## src/hdl/quirk_table.svh

```systemverilog
// Header titles of games that need quirks, and their flags
`ifndef QUIRK_TABLE_SVH
`define QUIRK_TABLE_SVH

// First character in the top byte, padded with zero bytes to the title length
localparam logic [cart_pkg::HDR_TITLE_LEN*8-1:0] QUIRK_TITLE [QUIRK_COUNT] = '{
	{"ROCKY BOXING"},                     // Rocky US
	{"ROCKY", 56'h0},                     // Rocky EU
	{"DBZ LGCYGOKU"},                     // Legacy of Goku US
	{"DBZ TAIKETSU"},
	{"TOPGUN CZ", 24'h0},
	{"IRIDIONII", 24'h0},                 // Same title in EU and US
	{"BOMBER MAN", 16'h0},                // Classic NES ports from here on
	{"CASTLEVANIA", 8'h0},
	{"PAC-MAN", 40'h0},
	{"MAPPY", 56'h0}
};

// Same order as the titles
localparam cart_pkg::quirk_t QUIRK_FLAGS [QUIRK_COUNT] = '{
	'{sram: 1'b1, remap: 1'b0},
	'{sram: 1'b1, remap: 1'b0},
	'{sram: 1'b1, remap: 1'b0},
	'{sram: 1'b1, remap: 1'b0},
	'{sram: 1'b1, remap: 1'b0},
	'{sram: 1'b1, remap: 1'b0},
	'{sram: 1'b1, remap: 1'b1},           // NES ports need both
	'{sram: 1'b1, remap: 1'b1},
	'{sram: 1'b1, remap: 1'b1},
	'{sram: 1'b1, remap: 1'b1}
};

`endif

```

## src/hdl/loader_pkg.sv

```systemverilog
// Host download stream widths, index codes and transfer kinds
// Halfword slot offsets of a cheat record
`default_nettype none

package loader_pkg;

	localparam int IOCTL_ADDR_W = 27;          // Byte address of the host stream
	localparam int IOCTL_DATA_W = 16;          // One halfword per write strobe
	localparam int INDEX_W      = 8;

	localparam logic [INDEX_W-1:0] INDEX_CHEAT = 8'd255;   // Cheat file
	localparam logic [INDEX_W-1:0] INDEX_BIOS  = 8'd0;     // Firmware image

	// Kind of the running transfer, taken from the index
	typedef enum logic [1:0] {
		DL_NONE  = 2'd0,                       // No download in progress
		DL_BIOS  = 2'd1,
		DL_CART  = 2'd2,                       // Any index that is not firmware or cheat
		DL_CHEAT = 2'd3
	} dl_kind_t;

	// Byte offset of each halfword inside a 16-byte cheat record
	typedef enum logic [3:0] {
		SLOT_FLAGS_LO = 4'd0,
		SLOT_FLAGS_HI = 4'd2,
		SLOT_ADDR_LO  = 4'd4,
		SLOT_ADDR_HI  = 4'd6,
		SLOT_CMP_LO   = 4'd8,
		SLOT_CMP_HI   = 4'd10,
		SLOT_REPL_LO  = 4'd12,
		SLOT_REPL_HI  = 4'd14                  // Last halfword, closes the record
	} cheat_slot_t;

endpackage

`default_nettype wire

```

## src/hdl/cart_pkg.sv

```systemverilog
// Cartridge header layout, flash signature text and quirk flag type
`default_nettype none

package cart_pkg;

	// ====================================================================
	// Header title
	// ====================================================================

	// Title sits at byte 0xA0, so byte address bits 26:4 equal 0xA
	localparam logic [22:0] HDR_TITLE_BASE = 23'h00000A;

	localparam int HDR_TITLE_LEN = 12;        // Bytes, zero padded

	// ====================================================================
	// Flash signature
	// ====================================================================

	localparam int FLASH_SIG_LEN = 9;

	// 1-Mbit flash carts carry this text somewhere in the image
	localparam logic [FLASH_SIG_LEN*8-1:0] FLASH_SIG = "FLASH1M_V";

	// ====================================================================
	// Quirks
	// ====================================================================

	typedef struct packed {
		logic sram;                           // Backup RAM access quirk
		logic remap;                          // Memory remap quirk of the NES ports
	} quirk_t;

	localparam int QUIRK_COUNT = 10;          // Entries in the title table

endpackage

`default_nettype wire

```

## src/hdl/ioctl_decode.sv

```systemverilog
// Download classification by index
// Cartridge start and end pulses, cheat clear pulse
`timescale 1ns/1ns
`default_nettype none

module ioctl_decode (
	input  logic                               clk_sys,
	input  logic                               reset,
	input  logic                               ioctl_download,
	input  logic [loader_pkg::INDEX_W-1:0]     ioctl_index,
	output loader_pkg::dl_kind_t               dl_kind,
	output logic                               cart_start,
	output logic                               cart_end,
	output logic                               cheat_clear
);

	loader_pkg::dl_kind_t kind_next;          // Kind seen at the inputs this cycle
	logic download_r;                         // Download level, in step with dl_kind
	logic download_q;                         // Previous download_r
	logic cart_lvl;
	logic cart_q;                             // Previous cartridge level

	// Index to transfer kind
	always_comb begin
		if (!ioctl_download)
			kind_next = loader_pkg::DL_NONE;
		else if (ioctl_index == loader_pkg::INDEX_CHEAT)
			kind_next = loader_pkg::DL_CHEAT;
		else if (ioctl_index == loader_pkg::INDEX_BIOS)
			kind_next = loader_pkg::DL_BIOS;
		else
			kind_next = loader_pkg::DL_CART;
	end

	assign cart_lvl = (dl_kind == loader_pkg::DL_CART);

	always_ff @(posedge clk_sys) begin
		if (reset) begin
			dl_kind     <= loader_pkg::DL_NONE;
			download_r  <= 1'b0;
			download_q  <= 1'b0;
			cart_q      <= 1'b0;
			cart_start  <= 1'b0;
			cart_end    <= 1'b0;
			cheat_clear <= 1'b0;
		end else begin
			dl_kind    <= kind_next;
			download_r <= ioctl_download;
			download_q <= download_r;
			cart_q     <= cart_lvl;
			cart_start <= cart_lvl & ~cart_q;     // Rising edge of the cart level
			cart_end   <= ~cart_lvl & cart_q;
			// One clear per cheat file, on the download rise
			cheat_clear <= download_r & ~download_q & (dl_kind == loader_pkg::DL_CHEAT);
		end
	end

	// Host keeps the index steady for the whole transfer
	a_index_stable: assert property (@(posedge clk_sys) disable iff (reset)
		download_r && ioctl_download |-> $stable(ioctl_index))
		else $error("ioctl_index changed during a download");

endmodule

`default_nettype wire

```

## src/hdl/cart_probe.sv

```systemverilog
// Cartridge type, loaded flag and last byte address
// Scan of the image for the 1-Mbit flash signature
`timescale 1ns/1ns
`default_nettype none

module cart_probe (
	input  logic                                  clk_sys,
	input  logic                                  reset,
	input  loader_pkg::dl_kind_t                  dl_kind,
	input  logic                                  cart_start,
	input  logic                                  cart_end,
	input  logic                                  ioctl_wr,
	input  logic [loader_pkg::IOCTL_ADDR_W-1:0]   ioctl_addr,
	input  logic [loader_pkg::IOCTL_DATA_W-1:0]   ioctl_dout,
	input  logic [loader_pkg::INDEX_W-1:0]        ioctl_index,
	output logic                                  cart_loaded,
	output logic                                  flash_1m,
	output logic                                  force_turbo,
	output logic [1:0]                            cart_type,
	output logic [loader_pkg::IOCTL_ADDR_W-1:0]   last_addr
);

	localparam int SIG_W  = cart_pkg::FLASH_SIG_LEN * 8;  // 72 bits of text
	localparam int HIST_W = SIG_W - 8;                    // All but the newest byte

	logic [HIST_W-1:0] history;               // Received bytes, newest in the low byte
	logic cart_wr;
	logic sig_at_low;                         // Signature ends on the low byte
	logic sig_at_high;                        // Signature ends on the high byte

	assign cart_wr = ioctl_wr && (dl_kind == loader_pkg::DL_CART);

	// ====================================================================
	// Flash signature scan
	// ====================================================================

	// Low byte of a halfword comes first in the image
	assign sig_at_low  = ({history, ioctl_dout[7:0]} == cart_pkg::FLASH_SIG);
	assign sig_at_high = ({history[HIST_W-9:0], ioctl_dout[7:0], ioctl_dout[15:8]}
		== cart_pkg::FLASH_SIG);

	always_ff @(posedge clk_sys) begin
		if (cart_start)
			history <= '0;                        // No match across two images
		else if (cart_wr)
			history <= {history[HIST_W-17:0], ioctl_dout[7:0], ioctl_dout[15:8]};
	end

	// ====================================================================
	// Cartridge status
	// ====================================================================

	always_ff @(posedge clk_sys) begin
		if (reset) begin
			cart_type   <= 2'b00;
			cart_loaded <= 1'b0;
			flash_1m    <= 1'b0;
			force_turbo <= 1'b0;
			last_addr   <= '0;
		end else begin
			force_turbo <= |cart_type;            // Any non-GBA cart type runs in turbo
			if (cart_start) begin
				cart_type   <= ioctl_index[loader_pkg::INDEX_W-1 -: 2];
				cart_loaded <= 1'b1;
				flash_1m    <= 1'b0;
			end
			if (cart_wr && (sig_at_low || sig_at_high))
				flash_1m <= 1'b1;
			if (cart_end)
				last_addr <= ioctl_addr;              // Host still holds the final address
		end
	end

endmodule

`default_nettype wire

```

## src/hdl/quirk_match.sv

```systemverilog
// Header title capture and match against the quirk table
`timescale 1ns/1ns
`default_nettype none

module quirk_match #(
	parameter int QUIRK_COUNT = cart_pkg::QUIRK_COUNT
) (
	input  logic                                  clk_sys,
	input  logic                                  reset,
	input  loader_pkg::dl_kind_t                  dl_kind,
	input  logic                                  cart_start,
	input  logic                                  ioctl_wr,
	input  logic [loader_pkg::IOCTL_ADDR_W-1:0]   ioctl_addr,
	input  logic [loader_pkg::IOCTL_DATA_W-1:0]   ioctl_dout,
	output logic                                  sram_quirk,
	output logic                                  memory_remap_quirk
);

	`include "quirk_table.svh"

	localparam int TITLE_W = cart_pkg::HDR_TITLE_LEN * 8;
	localparam logic [3:0] DONE_OFS = 4'(cart_pkg::HDR_TITLE_LEN);  // First byte after title

	logic [TITLE_W-1:0] title;                // First title byte in the top byte
	logic               title_win;            // Write lands in the 16-byte header line
	logic [2:0]         half_idx;             // Halfword number inside the title
	cart_pkg::quirk_t   hit;

	assign title_win = ioctl_wr && (dl_kind == loader_pkg::DL_CART)
		&& (ioctl_addr[loader_pkg::IOCTL_ADDR_W-1:4] == cart_pkg::HDR_TITLE_BASE);
	assign half_idx = ioctl_addr[3:1];

	// Byte swapped so the text reads in order from the top
	always_ff @(posedge clk_sys) begin
		if (title_win && (ioctl_addr[3:0] < DONE_OFS))
			title[TITLE_W-16 - half_idx*16 +: 16] <= {ioctl_dout[7:0], ioctl_dout[15:8]};
	end

	// OR of the flags of every matching entry
	always_comb begin
		hit = '0;
		for (int i = 0; i < QUIRK_COUNT; i++) begin
			if (title == QUIRK_TITLE[i]) begin
				hit.sram  = hit.sram | QUIRK_FLAGS[i].sram;
				hit.remap = hit.remap | QUIRK_FLAGS[i].remap;
			end
		end
	end

	always_ff @(posedge clk_sys) begin
		if (reset || cart_start) begin
			sram_quirk         <= 1'b0;
			memory_remap_quirk <= 1'b0;
		end else if (title_win && (ioctl_addr[3:0] == DONE_OFS)) begin
			sram_quirk         <= hit.sram;       // Title complete by now
			memory_remap_quirk <= hit.remap;
		end
	end

endmodule

`default_nettype wire

```

## src/hdl/bios_packer.sv

```systemverilog
// Firmware halfwords packed into 32-bit words with a write pulse
`timescale 1ns/1ns
`default_nettype none

module bios_packer #(
	parameter int BIOS_AW = 12                // Word address width of the firmware RAM
) (
	input  logic                                  clk_sys,
	input  logic                                  reset,
	input  loader_pkg::dl_kind_t                  dl_kind,
	input  logic                                  ioctl_wr,
	input  logic [loader_pkg::IOCTL_ADDR_W-1:0]   ioctl_addr,
	input  logic [loader_pkg::IOCTL_DATA_W-1:0]   ioctl_dout,
	output logic [BIOS_AW-1:0]                    bios_wraddr,
	output logic [2*loader_pkg::IOCTL_DATA_W-1:0] bios_wrdata,
	output logic                                  bios_wr
);

	logic bios_hw_wr;                         // Firmware halfword this cycle
	logic odd_half;                           // Upper half of a word

	assign bios_hw_wr = ioctl_wr && (dl_kind == loader_pkg::DL_BIOS);
	assign odd_half   = ioctl_addr[1];

	always_ff @(posedge clk_sys) begin
		if (bios_hw_wr) begin
			if (!odd_half)
				bios_wrdata[15:0] <= ioctl_dout;
			else begin
				bios_wrdata[31:16] <= ioctl_dout;
				bios_wraddr        <= ioctl_addr[BIOS_AW+1:2];  // Byte to word address
			end
		end
	end

	always_ff @(posedge clk_sys) begin
		if (reset)
			bios_wr <= 1'b0;
		else
			bios_wr <= bios_hw_wr & odd_half;     // Word complete
	end

	// Halfwords alternate even and odd, so words never arrive back to back
	a_wr_spaced: assert property (@(posedge clk_sys) disable iff (reset)
		bios_wr |=> !bios_wr)
		else $error("bios_wr high on two consecutive cycles");

endmodule

`default_nettype wire

```

## src/hdl/cheat_assembler.sv

```systemverilog
// 128-bit cheat code assembly from the halfwords of a cheat file
`timescale 1ns/1ns
`default_nettype none

module cheat_assembler (
	input  logic                                  clk_sys,
	input  logic                                  reset,
	input  loader_pkg::dl_kind_t                  dl_kind,
	input  logic                                  ioctl_wr,
	input  logic [loader_pkg::IOCTL_ADDR_W-1:0]   ioctl_addr,
	input  logic [loader_pkg::IOCTL_DATA_W-1:0]   ioctl_dout,
	output logic [127:0]                          cheat_code,
	output logic                                  cheat_valid
);

	logic                    cheat_wr;
	loader_pkg::cheat_slot_t slot;

	assign cheat_wr = ioctl_wr && (dl_kind == loader_pkg::DL_CHEAT);
	assign slot     = loader_pkg::cheat_slot_t'(ioctl_addr[3:0]);

	// Record layout is {flags, address, compare, replace}, low halfword first
	always_ff @(posedge clk_sys) begin
		if (cheat_wr) begin
			case (slot)
				loader_pkg::SLOT_FLAGS_LO: cheat_code[111:96]  <= ioctl_dout;
				loader_pkg::SLOT_FLAGS_HI: cheat_code[127:112] <= ioctl_dout;
				loader_pkg::SLOT_ADDR_LO:  cheat_code[79:64]   <= ioctl_dout;
				loader_pkg::SLOT_ADDR_HI:  cheat_code[95:80]   <= ioctl_dout;
				loader_pkg::SLOT_CMP_LO:   cheat_code[47:32]   <= ioctl_dout;
				loader_pkg::SLOT_CMP_HI:   cheat_code[63:48]   <= ioctl_dout;
				loader_pkg::SLOT_REPL_LO:  cheat_code[15:0]    <= ioctl_dout;
				loader_pkg::SLOT_REPL_HI:  cheat_code[31:16]   <= ioctl_dout;
				default: ;                            // Odd offsets never come
			endcase
		end
	end

	always_ff @(posedge clk_sys) begin
		if (reset)
			cheat_valid <= 1'b0;
		else
			cheat_valid <= cheat_wr && (slot == loader_pkg::SLOT_REPL_HI);  // Record done
	end

	// Cheat records arrive as whole halfwords on even byte offsets
	a_even_slot: assert property (@(posedge clk_sys) disable iff (reset)
		cheat_wr |-> !ioctl_addr[0])
		else $error("cheat write at an odd byte offset");

endmodule

`default_nettype wire

```

## src/hdl/gba_loader.sv

```systemverilog
// Cartridge and firmware loader top level
// Download decode, cart probe, quirk match, firmware packer, cheat assembler
`timescale 1ns/1ns
`default_nettype none

module gba_loader #(
	parameter int BIOS_AW = 12
) (
	input  logic                                  clk_sys,
	input  logic                                  reset,

	// Host download stream
	input  logic                                  ioctl_download,
	input  logic [loader_pkg::INDEX_W-1:0]        ioctl_index,
	input  logic [loader_pkg::IOCTL_ADDR_W-1:0]   ioctl_addr,
	input  logic [loader_pkg::IOCTL_DATA_W-1:0]   ioctl_dout,
	input  logic                                  ioctl_wr,

	// Cartridge status
	output logic [1:0]                            cart_type,
	output logic                                  cart_loaded,
	output logic                                  flash_1m,
	output logic                                  force_turbo,
	output logic [loader_pkg::IOCTL_ADDR_W-1:0]   last_addr,
	output logic                                  sram_quirk,
	output logic                                  memory_remap_quirk,

	// Firmware RAM write port
	output logic [BIOS_AW-1:0]                    bios_wraddr,
	output logic [2*loader_pkg::IOCTL_DATA_W-1:0] bios_wrdata,
	output logic                                  bios_wr,

	// Cheat engine
	output logic [127:0]                          cheat_code,
	output logic                                  cheat_valid,
	output logic                                  cheat_clear
);

	loader_pkg::dl_kind_t dl_kind;            // Registered transfer kind
	logic                 cart_start;
	logic                 cart_end;

	ioctl_decode u_decode (
		.clk_sys(clk_sys), .reset(reset),
		.ioctl_download(ioctl_download), .ioctl_index(ioctl_index),
		.dl_kind(dl_kind), .cart_start(cart_start), .cart_end(cart_end),
		.cheat_clear(cheat_clear)
	);

	cart_probe u_probe (
		.clk_sys(clk_sys), .reset(reset), .dl_kind(dl_kind),
		.cart_start(cart_start), .cart_end(cart_end),
		.ioctl_wr(ioctl_wr), .ioctl_addr(ioctl_addr), .ioctl_dout(ioctl_dout),
		.ioctl_index(ioctl_index),
		.cart_loaded(cart_loaded), .flash_1m(flash_1m), .force_turbo(force_turbo),
		.cart_type(cart_type), .last_addr(last_addr)
	);

	quirk_match #(.QUIRK_COUNT(cart_pkg::QUIRK_COUNT)) u_quirk (
		.clk_sys(clk_sys), .reset(reset), .dl_kind(dl_kind), .cart_start(cart_start),
		.ioctl_wr(ioctl_wr), .ioctl_addr(ioctl_addr), .ioctl_dout(ioctl_dout),
		.sram_quirk(sram_quirk), .memory_remap_quirk(memory_remap_quirk)
	);

	bios_packer #(.BIOS_AW(BIOS_AW)) u_bios (
		.clk_sys(clk_sys), .reset(reset), .dl_kind(dl_kind),
		.ioctl_wr(ioctl_wr), .ioctl_addr(ioctl_addr), .ioctl_dout(ioctl_dout),
		.bios_wraddr(bios_wraddr), .bios_wrdata(bios_wrdata), .bios_wr(bios_wr)
	);

	cheat_assembler u_cheat (
		.clk_sys(clk_sys), .reset(reset), .dl_kind(dl_kind),
		.ioctl_wr(ioctl_wr), .ioctl_addr(ioctl_addr), .ioctl_dout(ioctl_dout),
		.cheat_code(cheat_code), .cheat_valid(cheat_valid)
	);

endmodule

`default_nettype wire

```

## config.mk

```make
export PLATFORM = sky130hd
export DESIGN_NAME = gba_loader
export DESIGN_NICKNAME = d
export VERILOG_FILES = /design/src/hdl/loader_pkg.sv /design/src/hdl/cart_pkg.sv /design/src/hdl/ioctl_decode.sv /design/src/hdl/cart_probe.sv /design/src/hdl/quirk_match.sv /design/src/hdl/bios_packer.sv /design/src/hdl/cheat_assembler.sv /design/src/hdl/gba_loader.sv
export VERILOG_INCLUDE_DIRS = /design/src /design/src/hdl
export SDC_FILE = /design/constraint.sdc
export NUM_CORES = 1
export LEC_CHECK = 0
export BUFFER_PORTS_ARGS = -buffer_cell sky130_fd_sc_hd__buf_2
export CAP_MARGIN = 10
export CORE_MARGIN = 4
export CORE_UTILIZATION = 50
export DETAILED_ROUTE_END_ITERATION = 16
export GPL_ROUTABILITY_DRIVEN = 0
export PLACE_DENSITY_LB_ADDON = 0.12
export SETUP_SLACK_MARGIN = 0.05
export SKIP_LAST_GASP = 1
export SYNTH_ARGS = -nofsm -noshare
export SYNTH_HDL_FRONTEND = slang
export SYNTH_SLANG_ARGS = --single-unit
```

## constraint.sdc

```tcl
create_clock -name clk_sys -period 2.9 [get_ports clk_sys]
set_input_delay 0.29 -clock clk_sys [delete_from_list [all_inputs] [get_ports clk_sys]]
set_output_delay 0.29 -clock clk_sys [all_outputs]
set_load 0.1 [all_outputs]
```

==> flow_summary.toml <==
[setup_path]
cp-end-kind = "flip-flop"
r2r_slack_ns = 0.15
cp.required_ns = 3.32
crit_type = "reg -> reg"
cpMaxStageDelayCell = "or4b_4"
crit_arrival_ns = 3.17
worstPathMaxFanout = 3
cpPeakStageDelay_ns = 0.58
crit_path_start_kind = "flip-flop"
crit_chain = "or4b_4 > nor2_1 > or4b_1 > or4_4 > o221ai_2 > nor2_1 > a2111oi_2"
crit_path_frequent_cell = "nor2_1"

[cts]
htreeDepth = 2
root_buffer = "clkbuf_16"
worstSkewPairLatency_ns = 0.53
clk_path_buf_depth = 3
cts_num_sinks = 376
clk_pin_slew_ns = 0.06
cts_buffers = 39
cts_tree = "built"

[drt]
firstDrtPassIters = 5
vias = 10090
antenna_left = 0
drt-total-wl_um = 40890
drc_errors = 0
viasPerCell = 5.604
wl_per_cell_um = 22.71
drtIter0Drc = 837

[sta]
setup_violations = 0
rsz0062_at_grt = "yes"
finClkSkew_ns = 0.01533
maxSlewHeadroom = 0.3801
worst_pin_slew_ns = 0.9298
period_minus_slack_ns = 2.746
hold_viol = 0
period_share = 0.9469
max_clock_freq_mhz = 364.2
finalSetupTns_ns = 0
fin_ws_ns = 0.1541
drv_slew = 0

[cells_and_area]
final_core_util = 0.6286
design_area_um2 = 17420
seqCellArea_um2 = 10210
area_growth_pct = 24.20
fin_nets = 1460
drive_gt1_frac = 0.2679
multiInputGateArea_um2 = 3664
n_fill_cell = 2237

[power]
power-per-cell-area_nw_per_um2 = 646.6
p_int_mw = 8.776
swShare = 0.2206
switching_power_mw = 2.485
p_leak_nw = 6.542
clockPowerShare = 0.425
sequentialPowerShare = 0.526
combPwrFrac = 0.049
peakVddDrop_mv = 0.3940

[place]
place_ws_ns = -0.0009324
hpwlAfterDp_um = 27710
placed_cell_area_um2 = 16060
port_buffers = 263

[yosys]
synth_edf_count = 268
ys_types = 43
synth.cell_area_um2 = 14020
synth_top_cell_by_area = "edfxtp_1"
yosysMostFrequentCell = "edfxtp_1"
yosys_most_used_dff = "edfxtp_1"
synth_warnings = 0
syn_area_per_cell_um2 = 13.04
ys_ff_latch = 376
synth_top_area_share = 0.5739
synthArstFlopShare = 0
synth_nets = 1140
synth_area_leaders = "edfxtp_1 (57%), dfxtp_1 (15%), nand2_1 (4.4%)"
syn_inst = 1075
synth_common_cells = "edfxtp_1 (268), nand2_1 (163), nor2_1 (121)"
ys_seq_area_frac = 0.7281

[floorplan]
num_io_pins = 264
die-area_um2 = 30790
num_rows = 61
start_util = 0.5061
fp.dieW_um = 175.5
core_um2 = 27710
die_h_um = 175.5

[global_route]
grt_usage = 0.2587
antenna_found_initial = 1
grt_pass1_vias = 9801
grt_max_degree = 66
overflow = 0
grt_pass1_wl_um = 59990

[hold_path]
hold_path.class = "in -> reg"

[status]
outcome = "finished clean"

[job]
cap_viol_max_count = 0
cell usage in the layout, fill, tap and decap left out, types with 5 or more instances in the layout:
master         count
edfxtp_1         268
inv_1              7
clkbuf_16         40
nor4_1            27
nand4_1           31
nor3_1            25
clkbuf_8           5
ha_1               9
nor2_1           120
and2_1            61
mux2i_1           29
a21oi_1           65
nand3_1           18
nor2b_1           10
nor4b_1           17
nor3b_1            6
nand4b_1          10
dfxtp_1          107
nor4bb_1          11
clkbuf_1           9
and4b_1            5
buf_2            263
nand2_1          162
dlygate4sd3_1     10
buf_4             42
power by group through the flow:
stage,Sequential [mW],Clock (mW),Combinational (mW)
after floorplan,6.06,0,0.233
after global placement,6.03,0,0.527
after detailed placement,6.03,0,0.535
after CTS,5.92,4.86,0.548
after global routing,5.93,5.07,0.599
final,5.92,4.79,0.551
cell families after synthesis:
| group | Yosys count | synth area share |
|---|---|---|
| AND/OR/NAND/NOR | 535 | 0.1983 |
| flip-flops | 376 | 0.7281 |
| AO/OA/AOI/OAI | 78 | 0.03087 |
| buffers and inverters | 47 | 0.01258 |
| multiplexers | 29 | 0.02070 |
| adder cells (fa/ha/maj) | 10 | 0.009459 |
what timing repair did:
action | CTS | global route
endpoints found under the setup margin | 0 | 49
endpoints found under the hold margin | 10 | 0
resized for setup | 0 | 3
buffers inserted | 0 | 1
hold buffers | 10 | 0
layer usage:
| layer | up-vias | track usage | wire, um |
|---|---|---|---|
| li1 | 4568 | - | - |
| met1 | 4859 | 0.3364 | 16260 |
| met2 | 555 | 0.4122 | 18820 |
| met3 | 110 | 0.08330 | 4400 |
| met4 | 0 | 0.09357 | 1418 |
| met5 | - | 0 | 0 |
state kept, by name (all words and copies together), names as in the netlist, 2 cells and up:
signal and flops:
u_bios.bios_wraddr 12, u_bios.bios_wrdata 32, u_cheat.cheat_code 128, u_decode.dl_kind 2, u_probe.cart_type 2, u_probe.history 64
u_probe.last_addr 27, u_quirk.title 96
through the flow:
stage               power, mW  hold WS, ns  instances
floorplan               6.295       0.3660       1075
detailed placement      6.566       0.3861       1721
global placement        6.557       0.3786       1721
CTS                     11.33     0.001649       1799
finish                  11.26      0.02248       1801
global route            11.60      0.01951       1801
layout make-up:
type / instances / area share
Antenna cell: 1 / 0.0001437
Clock buffer: 55 / 0.06380
Clock inverter: 13 / 0.006682
Inverter: 7 / 0.001509
Multi-Input combinational cell: 652 / 0.2104
Sequential cell: 376 / 0.5863
Tap cell: 378 / 0.02716
Timing Repair Buffer: 319 / 0.1040
path summary, 6_finish.rpt:
check                                 start                                       to  cells after the start
max             u_quirk.title[71]$_DFFE_PP_  u_quirk.memory_remap_quirk$_SDFFE_PP0P_                      7
min                          ioctl_addr[21]       u_probe.last_addr[21]$_SDFFE_PP0P_                      3
max reg2reg     u_quirk.title[71]$_DFFE_PP_  u_quirk.memory_remap_quirk$_SDFFE_PP0P_                      7
min reg2reg  u_decode.download_q$_SDFF_PP0_          u_decode.cheat_clear$_SDFF_PP0_                      1
critical path, delay by kind of cell (launching register included):
kind,cells,cell delay [ns]
flip-flops,1,0.41
AO/OA/AOI/OAI,2,0.48
AND/OR/NAND/NOR,5,1.76
No activity file was read; power rests on OpenSTA's default activity.
